$ cat src/design/fb_scale_cfg.svh
// ----------------------------------------
// raster, framebuffer and scale geometry
// ----------------------------------------

`ifndef FB_SCALE_CFG_SVH
`define FB_SCALE_CFG_SVH

// display raster, horizontal, in pixels
`define H_ACTIVE    80      // visible width
`define H_TOTAL     104     // incl. 24 blanking pixels

// display raster, vertical, in lines
`define V_ACTIVE    56      // visible height
`define V_TOTAL     60      // incl. 4 blanking lines

// framebuffer, one 4-bit index per pixel
`define FB_WIDTH    16      // pixels per row, also line buffer length
`define FB_HEIGHT   12      // rows

// each stored pixel shows as FB_SCALE x FB_SCALE screen pixels
// power of two, so divides reduce to shifts
`define FB_SCALE    4

// framebuffer words, FB_WIDTH * FB_HEIGHT
`define FB_PIXELS   192

`endif

$ cat src/design/fb_scale_pkg.sv
// ----------------------------------------
// coordinate, index, colour and address
// types, output pixel struct
// ----------------------------------------

package fb_scale_pkg;

    // screen coordinate, covers the 104 x 60 raster
    typedef logic [7:0] coord_t;

    // colour index into the 16-entry palette
    typedef logic [3:0] cidx_t;

    // 12-bit rgb, 4 bits per channel
    // red in [11:8], green in [7:4], blue in [3:0]
    typedef logic [11:0] colr_t;

    // framebuffer address, row * FB_WIDTH + column
    typedef logic [7:0] fb_addr_t;

    // line buffer column
    typedef logic [3:0] lb_addr_t;

    // pixel leaving the top level
    typedef struct packed {
        coord_t      sx;        // horizontal position
        coord_t      sy;        // vertical position
        logic        de;        // data enable, low in blanking
        logic        frame;     // first pixel of frame
        logic [23:0] rgb;       // 8-bit red, green, blue
    } pix_out_t;

endpackage

$ cat src/design/display_timing.sv
// ----------------------------------------
// raster counters, data enable and
// frame / line start pulses
// ----------------------------------------

`timescale 1ns/100ps
`include "fb_scale_cfg.svh"

module display_timing (
    input  logic                 clk_sys,
    input  logic                 rst,
    output fb_scale_pkg::coord_t sx,        // horizontal position
    output fb_scale_pkg::coord_t sy,        // vertical position
    output logic                 de,        // inside active area
    output logic                 frame,     // one cycle at 0, 0
    output logic                 line       // one cycle at sx 0
);
    import fb_scale_pkg::*;

    localparam coord_t H_LAST = coord_t'(`H_TOTAL - 1);    // 103
    localparam coord_t V_LAST = coord_t'(`V_TOTAL - 1);    // 59
    localparam coord_t H_ACT  = coord_t'(`H_ACTIVE);
    localparam coord_t V_ACT  = coord_t'(`V_ACTIVE);

    coord_t sx_nxt;     // position on the next clock
    coord_t sy_nxt;

    // raster order, x first then y
    always_comb begin
        sx_nxt = sx + 8'd1;
        sy_nxt = sy;
        if (sx == H_LAST) begin
            sx_nxt = '0;                                    // wrap line
            sy_nxt = (sy == V_LAST) ? '0 : sy + 8'd1;       // wrap frame
        end
    end

    // flags decoded from the next position, so they stay
    // aligned with the registered counters
    // first frame pulse comes one full raster after reset
    always_ff @(posedge clk_sys) begin
        if (rst) begin
            sx    <= '0;
            sy    <= '0;
            de    <= 1'b0;
            frame <= 1'b0;
            line  <= 1'b0;
        end else begin
            sx    <= sx_nxt;
            sy    <= sy_nxt;
            de    <= (sx_nxt < H_ACT) && (sy_nxt < V_ACT);
            frame <= (sx_nxt == '0) && (sy_nxt == '0);
            line  <= (sx_nxt == '0);
        end
    end

endmodule

$ cat src/design/fb_memory.sv
// ----------------------------------------
// framebuffer ram, one write port and
// one registered read port
// ----------------------------------------

`timescale 1ns/100ps
`include "fb_scale_cfg.svh"

module fb_memory (
    input  logic                   clk_sys,
    input  logic                   we,          // write strobe
    input  fb_scale_pkg::fb_addr_t waddr,
    input  fb_scale_pkg::cidx_t    wdata,
    input  fb_scale_pkg::fb_addr_t raddr,
    output fb_scale_pkg::cidx_t    rdata        // valid 1 cycle after raddr
);
    import fb_scale_pkg::*;

    // one colour index per pixel, row-major
    cidx_t mem [`FB_PIXELS];

    // write side, takes effect on the strobe edge
    always_ff @(posedge clk_sys) begin
        if (we) begin
            mem[waddr] <= wdata;
        end
    end

    // read side, block ram style output register
    always_ff @(posedge clk_sys) begin
        rdata <= mem[raddr];
    end

endmodule

$ cat src/design/line_scaler.sv
// ----------------------------------------
// row fetch into a line buffer, scaled
// replay of the buffer per line
// ----------------------------------------

`timescale 1ns/100ps
`include "fb_scale_cfg.svh"

module line_scaler (
    input  logic                   clk_sys,
    input  logic                   rst,
    input  fb_scale_pkg::coord_t   sx,          // current raster position
    input  fb_scale_pkg::coord_t   sy,
    output fb_scale_pkg::fb_addr_t fb_raddr,    // framebuffer read address
    input  fb_scale_pkg::cidx_t    fb_rdata,    // 1 cycle after fb_raddr
    output fb_scale_pkg::cidx_t    lb_cidx      // 1 cycle after sx, sy
);
    import fb_scale_pkg::*;

    localparam coord_t   V_LAST   = coord_t'(`V_TOTAL - 1);
    localparam coord_t   FETCH_X  = coord_t'(`H_ACTIVE);            // start of blanking
    localparam coord_t   IMG_H    = coord_t'(`FB_HEIGHT * `FB_SCALE); // 48 lines
    localparam coord_t   SC_MASK  = coord_t'(`FB_SCALE - 1);
    localparam lb_addr_t COL_LAST = lb_addr_t'(`FB_WIDTH - 1);

    coord_t   ny;           // line after the current one
    logic     fetch_go;     // start a row burst this cycle
    coord_t   fetch_row;    // framebuffer row for next line
    logic     fetch_act;    // burst in progress
    lb_addr_t fetch_col;    // column of the address on fb_raddr
    logic     wr_vld;       // fb_rdata holds a fetched word
    lb_addr_t wr_col;       // its column
    lb_addr_t rd_col;       // display side column

    cidx_t lbuf [`FB_WIDTH];    // one framebuffer row

    // fetch decision, taken once per line at the blanking start
    always_comb begin
        ny        = (sy == V_LAST) ? '0 : sy + 8'd1;   // wraps into line 0
        // only the first of each group of FB_SCALE lines needs a new row
        fetch_go  = (sx == FETCH_X) && (ny < IMG_H) && ((ny & SC_MASK) == '0);
        fetch_row = coord_t'(ny / `FB_SCALE);
    end

    // burst control, 16 reads back to back
    always_ff @(posedge clk_sys) begin
        if (rst) begin
            fetch_act <= 1'b0;
            fetch_col <= '0;
            wr_vld    <= 1'b0;
        end else begin
            if (fetch_go) begin
                fetch_act <= 1'b1;
                fetch_col <= '0;
            end else if (fetch_act) begin
                fetch_col <= fetch_col + 4'd1;
                if (fetch_col == COL_LAST) begin
                    fetch_act <= 1'b0;          // last address issued
                end
            end
            wr_vld <= fetch_act;    // ram read latency
        end
    end

    // read address walks the row from its base
    always_ff @(posedge clk_sys) begin
        if (fetch_go) begin
            fb_raddr <= fb_addr_t'(fetch_row * `FB_WIDTH);   // row base
        end else if (fetch_act) begin
            fb_raddr <= fb_raddr + 8'd1;
        end
        wr_col <= fetch_col;    // follows the word through the ram
    end

    // capture returning words
    // burst ends by sx 98, well before the next active line
    always_ff @(posedge clk_sys) begin
        if (wr_vld) begin
            lbuf[wr_col] <= fb_rdata;
        end
    end

    // horizontal replication, each column held for FB_SCALE pixels
    // columns past the image wrap, paint blanks them anyway
    always_comb begin
        rd_col = lb_addr_t'(sx / `FB_SCALE);
    end

    // vertical replication comes for free, the buffer
    // is only refilled every FB_SCALE lines
    always_ff @(posedge clk_sys) begin
        lb_cidx <= lbuf[rd_col];
    end

endmodule

$ cat src/design/clut.sv
// ----------------------------------------
// 16-entry palette, write port and
// registered lookup
// ----------------------------------------

`timescale 1ns/100ps

module clut (
    input  logic                clk_sys,
    input  logic                we,         // palette write strobe
    input  fb_scale_pkg::cidx_t widx,       // entry to write
    input  fb_scale_pkg::colr_t wcolr,      // new 12-bit colour
    input  fb_scale_pkg::cidx_t ridx,       // lookup index
    output fb_scale_pkg::colr_t colr        // 1 cycle after ridx
);
    import fb_scale_pkg::*;

    localparam int PAL_SIZE = 2 ** $bits(cidx_t);   // one entry per index

    // contents unknown until written
    colr_t pal [PAL_SIZE];

    // entry update
    always_ff @(posedge clk_sys) begin
        if (we) begin
            pal[widx] <= wcolr;
        end
    end

    // lookup, new entries seen on the next read
    always_ff @(posedge clk_sys) begin
        colr <= pal[ridx];
    end

endmodule

$ cat src/design/fb_scale_top.sv
// ----------------------------------------
// scaled framebuffer display top level,
// coordinate delay and paint register
// ----------------------------------------

`timescale 1ns/100ps
`include "fb_scale_cfg.svh"

module fb_scale_top (
    input  logic                   clk_sys,
    input  logic                   rst,
    input  logic                   fb_we,       // framebuffer write
    input  fb_scale_pkg::fb_addr_t fb_waddr,
    input  fb_scale_pkg::cidx_t    fb_wdata,
    input  logic                   pal_we,      // palette write
    input  fb_scale_pkg::cidx_t    pal_widx,
    input  fb_scale_pkg::colr_t    pal_wcolr,
    output fb_scale_pkg::pix_out_t pix          // 3 cycles behind the raster
);
    import fb_scale_pkg::*;

    // raster state carried alongside the colour pipeline
    typedef struct packed {
        coord_t sx;
        coord_t sy;
        logic   de;
        logic   frame;
    } rast_t;

    localparam coord_t IMG_W = coord_t'(`FB_WIDTH * `FB_SCALE);     // 64
    localparam coord_t IMG_H = coord_t'(`FB_HEIGHT * `FB_SCALE);    // 48

    coord_t   sx;
    coord_t   sy;
    logic     de;
    logic     frame;
    logic     line;         // line start, seen by the bound checks
    fb_addr_t fb_raddr;
    cidx_t    fb_rdata;
    cidx_t    lb_cidx;
    colr_t    colr;
    rast_t    dly [2];      // line buffer read + clut lookup
    logic     paint_on;     // inside active area and scaled image
    colr_t    paint_colr;

    display_timing i_display_timing (
        .clk_sys (clk_sys),
        .rst     (rst),
        .sx      (sx),
        .sy      (sy),
        .de      (de),
        .frame   (frame),
        .line    (line)
    );

    fb_memory i_fb_memory (
        .clk_sys (clk_sys),
        .we      (fb_we),
        .waddr   (fb_waddr),
        .wdata   (fb_wdata),
        .raddr   (fb_raddr),
        .rdata   (fb_rdata)
    );

    line_scaler i_line_scaler (
        .clk_sys  (clk_sys),
        .rst      (rst),
        .sx       (sx),
        .sy       (sy),
        .fb_raddr (fb_raddr),
        .fb_rdata (fb_rdata),
        .lb_cidx  (lb_cidx)
    );

    clut i_clut (
        .clk_sys (clk_sys),
        .we      (pal_we),
        .widx    (pal_widx),
        .wcolr   (pal_wcolr),
        .ridx    (lb_cidx),
        .colr    (colr)
    );

    // two stages, matches lb_cidx then colr
    always_ff @(posedge clk_sys) begin
        dly[0] <= {sx, sy, de, frame};
        dly[1] <= dly[0];
    end

    // black outside the 64 x 48 image and in blanking
    always_comb begin
        paint_on   = dly[1].de && (dly[1].sx < IMG_W) && (dly[1].sy < IMG_H);
        paint_colr = paint_on ? colr : '0;
    end

    // output register, each channel doubled 4 -> 8 bits
    always_ff @(posedge clk_sys) begin
        pix.sx  <= dly[1].sx;
        pix.sy  <= dly[1].sy;
        pix.rgb <= {{2{paint_colr[11:8]}}, {2{paint_colr[7:4]}}, {2{paint_colr[3:0]}}};
        if (rst) begin
            pix.de    <= 1'b0;
            pix.frame <= 1'b0;
        end else begin
            pix.de    <= dly[1].de;
            pix.frame <= dly[1].frame;
        end
    end

endmodule

$ cat config.mk
export PLATFORM = sky130hd
export DESIGN_NAME = fb_scale_top
export DESIGN_NICKNAME = d
export VERILOG_FILES = /design/src/design/fb_scale_pkg.sv /design/src/design/display_timing.sv /design/src/design/fb_memory.sv /design/src/design/line_scaler.sv /design/src/design/clut.sv /design/src/design/fb_scale_top.sv
export VERILOG_INCLUDE_DIRS = /design/src /design/src/design
export SDC_FILE = /design/constraint.sdc
export NUM_CORES = 1
export LEC_CHECK = 0
export BUFFER_PORTS_ARGS = -buffer_cell sky130_fd_sc_hd__clkbuf_2
export CORE_MARGIN = 2
export CORE_UTILIZATION = 30
export DETAILED_ROUTE_END_ITERATION = 16
export RECOVER_POWER = 50
export SETUP_SLACK_MARGIN = 0.15
export SYNTH_ARGS = -nofsm -noshare
export SYNTH_HDL_FRONTEND = slang
export SYNTH_SLANG_ARGS = --single-unit
$ cat constraint.sdc
create_clock -name clk_sys -period 2.78 [get_ports clk_sys]
set_input_delay 0.556 -clock clk_sys [delete_from_list [all_inputs] [get_ports clk_sys]]
set_output_delay 0.556 -clock clk_sys [all_outputs]
set_load 0.01 [all_outputs]
### Word level (Yosys, flattened, before mapping)

Memory sizes are Yosys's and may differ from the RTL's. A register that Yosys moved wholly into a read port is not among the register bits.
Cells that the tools add are included.

* add/subtract/negate cells: 4
* muxes and demuxes: 15
* reductions and logical operators: 11
* eq/ne operators: 4
* magnitude comparators: 5

Operators by type and width (count)
* two-way mux 8 bit: 5
* adder 8 x 1 -> 8 bit, second input constant: 3
* zero test 8 bit: 3
* < comparator 8 x 6 -> 1 bit, second input constant: 3
* == test 8 x 7 -> 1 bit, second input constant: 2
* < comparator 8 x 7 -> 1 bit, second input constant: 2
* two-way mux 12 bit: 1
* two-way mux 1 bit: 9
* == test 8 x 6 -> 1 bit, second input constant: 1
* logical AND 1 bit: 6
* adder 4 x 1 -> 4 bit, second input constant: 1
* == test 4 bit, second input constant: 1
* nonzero test 2 bit: 1
* OR reduction 2 bit: 1

* memories: 4
* output and inout port bits: 42
* register bits after elaboration: 78
* logic and storage cells: 58
* bits of input ports: 32
* memory bits (writable): 1060

Memory list
* i_fb_memory.mem: depth 192, width 4, rd ports 1, clocked after memory_dff 1, write ports 1, RTL line fb_memory.sv:20 `` cidx_t mem [`FB_PIXELS]; ``
* i_clut.pal: depth 16, width 12, rd ports 1, clocked after memory_dff 1, write ports 1, RTL line clut.sv:21 `colr_t pal [PAL_SIZE];`
* i_line_scaler.lbuf: depth 16, width 4, rd ports 1, clocked after memory_dff 1, write ports 1, RTL line line_scaler.sv:35 `` cidx_t lbuf [`FB_WIDTH]; ``
* dly: depth 2, width 18, rd ports 2, clocked after memory_dff 0, write ports 2, RTL line fb_scale_top.sv:42 `rast_t dly [2];`

### Depth between registers and ports, before layout

Gate-level depths: netlist of run 1.

* depth after elaboration: 6
* mapped depth: 9
* depth with buffers taken out: 6

### Modules after synthesis

Synthesis of run 1 repeated with hierarchy kept, for this count alone.

* cell total of the unflattened synthesis: 2348
* area total of the unflattened synthesis: 44640.3 um2

By module, submodules not included
* fb_memory: area an instance 30630.6 um2, seq. area each 23142.2 um2, cells an instance 1551, instances 1
* clut: area an instance 7599.8 um2, seq. area each 6005.8 um2, cells an instance 329, instances 1
* line_scaler: area an instance 3558.4 um2, seq. area each 2402.3 um2, cells an instance 219, instances 1
* fb_scale_top: area an instance 1702.9 um2, seq. area each 1321.3 um2, cells an instance 111, instances 1
* display_timing: area an instance 1148.6 um2, seq. area each 380.4 um2, cells an instance 138, instances 1

### Worst setup path after synthesis of run 1

No wires, ideal clock.

* path kind: input-to-reg
* start point: input port pal_widx[3]
* end point: memory i_clut.pal[0][0] in the netlist's numbering (enable)
* data required time: 2384 ps
* stages on the path: 2
* path slack: 450 ps
* library setup time: 396 ps
* buffers on the path: 0
* arrival time: 1934 ps
* path through: or3b_2 > nor3_1

RTL lines
* start: declaration: RTL line fb_scale_top.sv:16 `input fb_scale_pkg::cidx_t pal_widx,`
* end: declaration: RTL line clut.sv:21

No word-level cell before the write port.

==> results of run 1 <==
-- synthesized netlist by cell type (3+ instances only) --
master        n
buf_1         5
a22oi_1      40
mux2i_1      75
xnor2_1      12
nand2_1      79
nand2b_1      9
nor2_1      243
buf_2        44
a22o_1        8
or3_1         3
nor3_1       25
xor2_1        9
edfxtp_1   1028
nor4b_1       4
o22ai_1       9
o2111ai_1    33
nor4_1        3
buf_4        26
ha_1          6
a31oi_1       3
and2_1       19
mux4_2      224
nor2b_1      17
mux2_2       80
clkbuf_1     65
a211oi_1     12
and3_1        6
o31ai_1       5
nand3b_1      4
inv_1         5
o21ai_0      14
dfxtp_1     118
a21oi_1       9
nand3_1      28
nand4_1      29
-- routing by layer --
layer	wire length, um	track usage [%]	up-vias
li1	-	-	9724
met1	42880	17.79	11470
met2	46880	20.56	704
met3	6712	3.039	183
met4	2800	4.396	4
met5	27	0	-
-- cells by family after synthesis --
| logic type | Yosys count |
|---|---|
| XOR/XNOR | 21 |
| buffers and inverters | 146 |
| AO/OA/AOI/OAI | 147 |
| multiplexers | 379 |
| flip-flops | 1146 |
| adder cells (fa/ha/maj) | 6 |
| AND/OR/NAND/NOR | 485 |
-- registers in the layout, indices dropped and copies added, names as in the netlist, 8 cells and up --
signal                  cells
dly                        36
i_clut.colr                12
i_display_timing.sx         8
i_line_scaler.lbuf         64
i_line_scaler.fb_raddr      8
i_fb_memory.mem           768
pix                        30
i_display_timing.sy         8
i_clut.pal                192
-- what timing repair did --
item | CTS | global route
setup endpoints to repair | 2 | 2
setup buffers | 1 | 0
resized for setup | 0 | 2
-- how the worst max path moves through the flow --
stage | cells past startpoint | startpoint | to
after floorplan | 2 | pal_widx[3] | i_clut.pal[0][0]$_DFFE_PP_
after global placement | 6 | i_line_scaler.fb_raddr[0]$_SDFFE_PP0P_ | i_fb_memory.rdata[0]$_DFF_P_
after detailed placement | 6 | i_line_scaler.fb_raddr[0]$_SDFFE_PP0P_ | i_fb_memory.rdata[0]$_DFF_P_
after global routing | 7 | i_display_timing.sy[0]$_SDFF_PP0_ | i_line_scaler.fb_raddr[6]$_DFFE_PP_
after CTS | 6 | i_line_scaler.fb_raddr[0]$_SDFFE_PP0P_ | i_fb_memory.rdata[0]$_DFF_P_
final | 6 | i_line_scaler.fb_raddr[0]$_SDFFE_PP0P_ | i_fb_memory.rdata[0]$_DFF_P_
-- stage by stage --
| step | area [um^2] | total power [uW] | worst slack (ps) | hold WS [ps] | utilization (%) |
|---|---|---|---|---|---|
| final | 51240 | 35120 | 356.1 | 238.0 | 35.11 |
| after CTS | 51420 | 35530 | 157.8 | 180.2 | 35.24 |
| after global placement | 47590 | 19970 | -6.764 | 312.1 | 32.62 |
| after detailed placement | 47590 | 19990 | -20.08 | 312.1 | 32.62 |
| after floorplan | 44200 | 19550 | 450.1 | 309.6 | - |
| after global routing | 51240 | 36200 | 184.3 | 226.0 | 35.11 |
-- layout make-up --
cell class                      instances  area (um^2)  area share [%]
Clock buffer                          145         3040           5.934
Multi-Input combinational cell       1038        10300           20.11
Antenna cell                            3        7.507         0.01465
Inverter                                5        18.77         0.03663
Sequential cell                      1146        33250           64.89
Tap cell                             1917         2399           4.681
Clock inverter                         68        764.5           1.492
Timing Repair Buffer                  204         1455           2.840
-- power breakdown --
| part | internal, uW | total, uW | leakage (uW) | switching, uW |
|---|---|---|---|---|
| logic | 204 | 684 | 0.00339 | 480 |
| clock network | 8910 | 15500 | 0.00183 | 6620 |
| registers | 18900 | 18900 | 0.0102 | 46.4 |
| total | 28000 | 35100 | 0.0154 | 7150 |
==> results by group, run 1 <==
Critical path
  – Setup CP Type: flop to flop
  – Required @ worst endpoint: around 3400 ps
  – Reg2reg path depth: 6
  – R2r setup slk: about 360 ps
  – Worst setup SP type: flop
  – CP Max Fanout: 15
  – Worst Setup End Kind: flop
  – Crit-path max cell delay: slightly below 600 ps
  – CP cell instances: buf_4, mux4_2, mux2i_1, nor2_1, a211oi_2, a211oi_1
  – Largest delay share family, worst path: multiplexers
  – Worst Path Buf+Inv: 1
  – FF-to-FF End: i_fb_memory.rdata[0]$_DFF_P_
  – CP max-delay cell: dfxtp_4
  – Reg2Reg Launch Point: i_line_scaler.fb_raddr[0]$_SDFFE_PP0P_
  – WP data arrival: roughly 3000 ps

Timing
  – Pins Over Slew Limit: 0
  – Max_slew headroom: roughly 5.4%
  – Final period util: between 80% and 90%
  – Finish-stage setup viols: 0
  – Worst clock skew: 66.48 ps
  – RSZ-0062 raised after global routing: no
  – Setup TNS: 0 ps
  – FMAX: between 0.4 and 0.5 GHz
  – Min Clock Period, post-route: approximately 2400 ps
  – Final hold violation count: 0
  – Worst Tran Pin Value: roughly 1400 ps

Cells and area
  – Filler cells: 13580
  – Synthesis-to-finish area growth: 15.91%
  – Commonest non-fill, non-tap cell in the layout: edfxtp_1
  – Ratio of cells with drive above 1 in the final layout: approximately a quarter
  – Non-Filler Instances: around 4500
  – Commonest cells after routing, fill and taps aside: 1028 x edfxtp_1, 243 x nor2_1, 224 x mux4_2
  – Final nets: about 2500

Global route
  – Tot GR Track Use: 13.07%
  – First-pass GRT wire length: roughly 150000 um
  – Antenna violations before repair: 5
  – Maximum number of pins on one net before global-route repair: 76
  – Vias in the first global route: approximately 22000
  – GRT overflow: 0

Clock tree
  – H-tree depth: 3
  – Worst skew pair latency: 750 ps
  – Clock Path Buffers: 3
  – Sink Count: around 1100
  – CTS tree: yes
  – Clock transition at the registers of the reported paths: 60 ps
  – Clock Tree Root: clkbuf_16
  – Cts hold-fix bufs: 0
  – Num CTS Buffers: 113

Logic synthesis
  – Dominant cells by area after synthesis: edfxtp_1 70%, mux4_2 11%, dfxtp_1 5.3%, nor2_1 2.1%, mux2_2 2.0%
  – Yosys cell types: 57
  – Largest family of logic cells by synthesized area: multiplexers
  – Sequential fraction of the synthesis area: 75.18%
  – Synth Area in Simple Gates: under 10%
  – Synthesized area: around 44000 um^2
  – Yosys top cell by area: edfxtp_1
  – Number of flops mapped to enable cells by yosys: between 1000 and 1500
  – Share of synthesized registers carrying an async set or reset: 0%
  – Top_reg_cell synth: edfxtp_1
  – Synth Area per Inst: ~19 um^2
  – Mapped Nets: roughly 2400
  – Multiplexer share of the synthesized area: between 15 and 20%
  – Top cell type's share of synthesized area: between 60% and 70%
  – Post-synthesis xor/xnor area fraction: less than 1%
  – Compound-gate portion of the synthesized area: under 10%
  – Yosys warns: 0
  – Yosys reg bits: 1146
  – Synth Area in Adders: less than 1%
  – Syn Inst Count: 2330

Route
  – Detail Route Antenna Nets: 0
  – Via density: just under 5
  – DR DRC count: 0
  – DR iter-0 viols: roughly 2100
  – DR WL/cell: about 22 um
  – Final wirelength: roughly 100000 um
  – Via count: roughly 22000
  – Pre-antenna DRT Iters: 5

Min path
  – Hold Startpoint: rst
  – Hold Path Stages: 2
  – Hold Path Class: input pin to flop
  – WHS Endpoint: i_display_timing.sy[7]$_SDFF_PP0_

Floorplan
  – Core Area: ~150000 um^2
  – Die ar.: about 150000 um^2
  – Rows: 140
  – Die width: just under 400 um
  – I/O Pins: 74
  – Die Span Y: a little under 400 um
  – Initial Util: a little under a third

Placed design
  – HPWL after DPL: about 63000 um
  – Post-Place Cells: approximately 4300
  – Port Buffers: 73
  – RePlAce Congestion: ~0.83

Power and ir drop
  – P per Cell Area: between 600 and 700 nW/um^2
  – Worst vdd ir: roughly 0.50 mV
  – Leakage: 0.01543 uW

Run status
  – Status: complete, no violations

Job
  – Max cap viols: 0
(Power assumes the default switching activity.)
==> inputs of run 2 (changes only) <==
clock period = 3 ns   (was 2.78 ns; I/O delays follow)
==> run 2 against run 1 <==
Effect of this change: clock power shrank 11%; critical endpoint is now i_fb_memory.mem[188][3]$_DFFE_PP_; largest power group unchanged; clock skew shrank 16 ps; register-to-register slack gained 170 ps; sequential cell count is the same; setup slack gained 97 ps; clock-buffer cell count shrank 2; the run now ends with capacitance limit, slew limit left; largest cell class unchanged; design area shrank 0.68%; worst hold slack gained 87 ps.
==> results by group, run 2 (synthesis results as in run 1) <==
Run status
  – Status: finished, violations left
  – Violated checks: capacitance limit, slew limit

Timing
  – Worst clock skew: between 50 and 60 ps
  – Worst Tran Pin Value: about 2700 ps
  – Max_slew headroom: -80.27%
  – Setup TNS: 0 ps
  – RSZ-0062 raised after global routing: no
  – Min Hold Slack: about 320 ps
  – Pins Over Slew Limit: roughly 170
  – Finish-stage setup viols: 0
  – Final period util: a little over four fifths
  – Final hold violation count: 0
  – Min Clock Period, post-route: 2547 ps
  – FMAX: between 0.3 and 0.4 GHz

Cells and area
  – Commonest non-fill, non-tap cell in the layout: edfxtp_1
  – Register Area: 33250 um^2
  – Leading registers by flop count: i_fb_memory.mem (768), i_clut.pal (192), i_line_scaler.lbuf (64)
  – Final Util: a little over a third
  – Largest register by flop count: i_fb_memory.mem
  – Largest register FFs: 768
  – Filler cells: 13640
  – Ratio of cells with drive above 1 in the final layout: 24.33%
  – Area occupied by multi-input gates: between 10000 and 15000 um^2
  – Commonest cells after routing, fill and taps aside: 1028 x edfxtp_1, 243 x nor2_1, 224 x mux4_2
  – Synthesis-to-finish area growth: 15.12%
  – Final nets: roughly 2500

Min path
  – Hold Startpoint: dly[0][30]$_DFF_P_
  – Hold Path Stages: 0
  – Hold Path Class: flop to flop

Route
  – Uppermost layer routed: met5
  – Via count: about 22000
  – DR WL/cell: 21.92 um
  – Via density: around 4.9
  – DR DRC count: 0
  – Metal2 WL: about 47000 um
  – DR iter-0 viols: approximately 1800
  – Pre-antenna DRT Iters: 5
  – Met3 wire len: between 6000 and 7000 um
  – Detail Route Antenna Nets: 0
  – Final wirelength: 98460 um
  – WL met1: 43200 um

Global route
  – Maximum number of pins on one net before global-route repair: 76
  – Tot GR Track Use: between 10% and 20%
  – Vias in the first global route: 22510
  – Antenna violations before repair: 8
  – GRT overflow: 0
  – First-pass GRT wire length: 147700 um

Clock tree
  – Worst skew pair latency: about 730 ps
  – Clock transition at the registers of the reported paths: roughly 60 ps
  – Num CTS Buffers: 112
  – Setup Buffers After CTS: 0
  – Clock Path Buffers: 3
  – Sink Count: ~1100
  – CTS tree: yes
  – Clock Tree Root: clkbuf_16
  – H-tree depth: 3

Critical path
  – Crit-path max cell delay: between 1000 and 1500 ps
  – Reg2Reg Launch Point: i_line_scaler.fb_raddr[0]$_SDFFE_PP0P_
  – Critical path startpoint: fb_wdata[3]
  – CP max-delay cell: clkbuf_2
  – WP data arrival: around 2900 ps
  – CP cell instances: clkbuf_2, clkbuf_2
  – Setup CP Type: input pin to flop
  – Reg2reg path depth: 8
  – CP Max Fanout: a little under 70
  – Worst setup SP type: input pin
  – Most used cell, CP: clkbuf_2
  – Largest delay share family, worst path: buffers and inverters
  – Worst Path Buf+Inv: 2
  – Worst Setup End Kind: flop
  – Required @ worst endpoint: about 3300 ps
  – Critical path depth: 2

Power and ir drop
  – Switching Share: between 20% and 30%
  – Leakage: 0.01522 uW
  – Switching power: 6462 uW
  – P per Cell Area: 627.4 nW/um^2
  – Reg power frac: around 55%
  – Worst vdd ir: about 0.47 mV
  – P_int: around 25000 uW
  – Clk pwr share: between 40% and 50%
  – Combinational share of power: around 1.9%

Floorplan
  – Die Span Y: slightly below 400 um
  – Die ar.: about 150000 um^2
  – Initial Util: between 30% and 40%
  – Rows: 140
  – I/O Pins: 74
  – Core Area: 145900 um^2
  – Die width: 387.9 um

Placed design
  – RePlAce Congestion: ~0.8
  – HPWL after DPL: ~62000 um
  – Port Buffers: 73

Job
  – Max cap viols: 3
## run 2: final cells by class
class,count,share of cell area (%)
sequential,1146,65.34
multi-input combinational,1038,20.22
clock buffer,143,5.918
tap,1917,4.713
timing repair buffer,172,2.552
clock inverter,65,1.195
inverter,5,0.03688
antenna,5,0.02459
## run 2: worst paths after layout
| path | end | slack, ps |
|---|---|---|
| max | i_fb_memory.mem[188][3]$_DFFE_PP_ | 450 |
| min | pix[36]$_DFF_P_ | 320 |
| max reg2reg | i_fb_memory.rdata[1]$_DFF_P_ | 530 |
| min reg2reg | pix[36]$_DFF_P_ | 320 |
## run 2: per-stage QoR
step / area [um^2] / total power [uW] / std cells / setup slack (ps)
after global placement: 47400 / 18500 / 4278 / 270.3
after global routing: 50880 / 32980 / 4489 / 237.9
after detailed placement: 47400 / 18520 / 4278 / 295.4
after floorplan: 44200 / 18110 / 2330 / 626.1
final: 50890 / 31930 / 4491 / 453.5
after CTS: 51020 / 32330 / 4486 / 293.1
## run 2: power by group through the flow
stage               clock (uW)  combinational (uW)  sequential, uW
floorplan                    0                 262           17900
global placement             0                 645           17900
finish                   13800                 622           17500
CTS                      14200                 654           17500
global route             14800                 680           17500
detailed placement           0                 654           17900
## run 2: timing repair
action                                 in CTS  in global routing
endpoints found under the hold margin       0                  0
setup endpoints to repair                   0                  2
resized for setup                           0                  2
hold buffers                                0                  0
## run 2: metal layers
| layer | global-route usage, % | vias to the layer above |
|---|---|---|
| li1 | - | 9656 |
| met1 | 17.71 | 11460 |
| met2 | 20.66 | 673 |
| met3 | 2.855 | 180 |
| met4 | 4.055 | 4 |
| met5 | 0 | - |
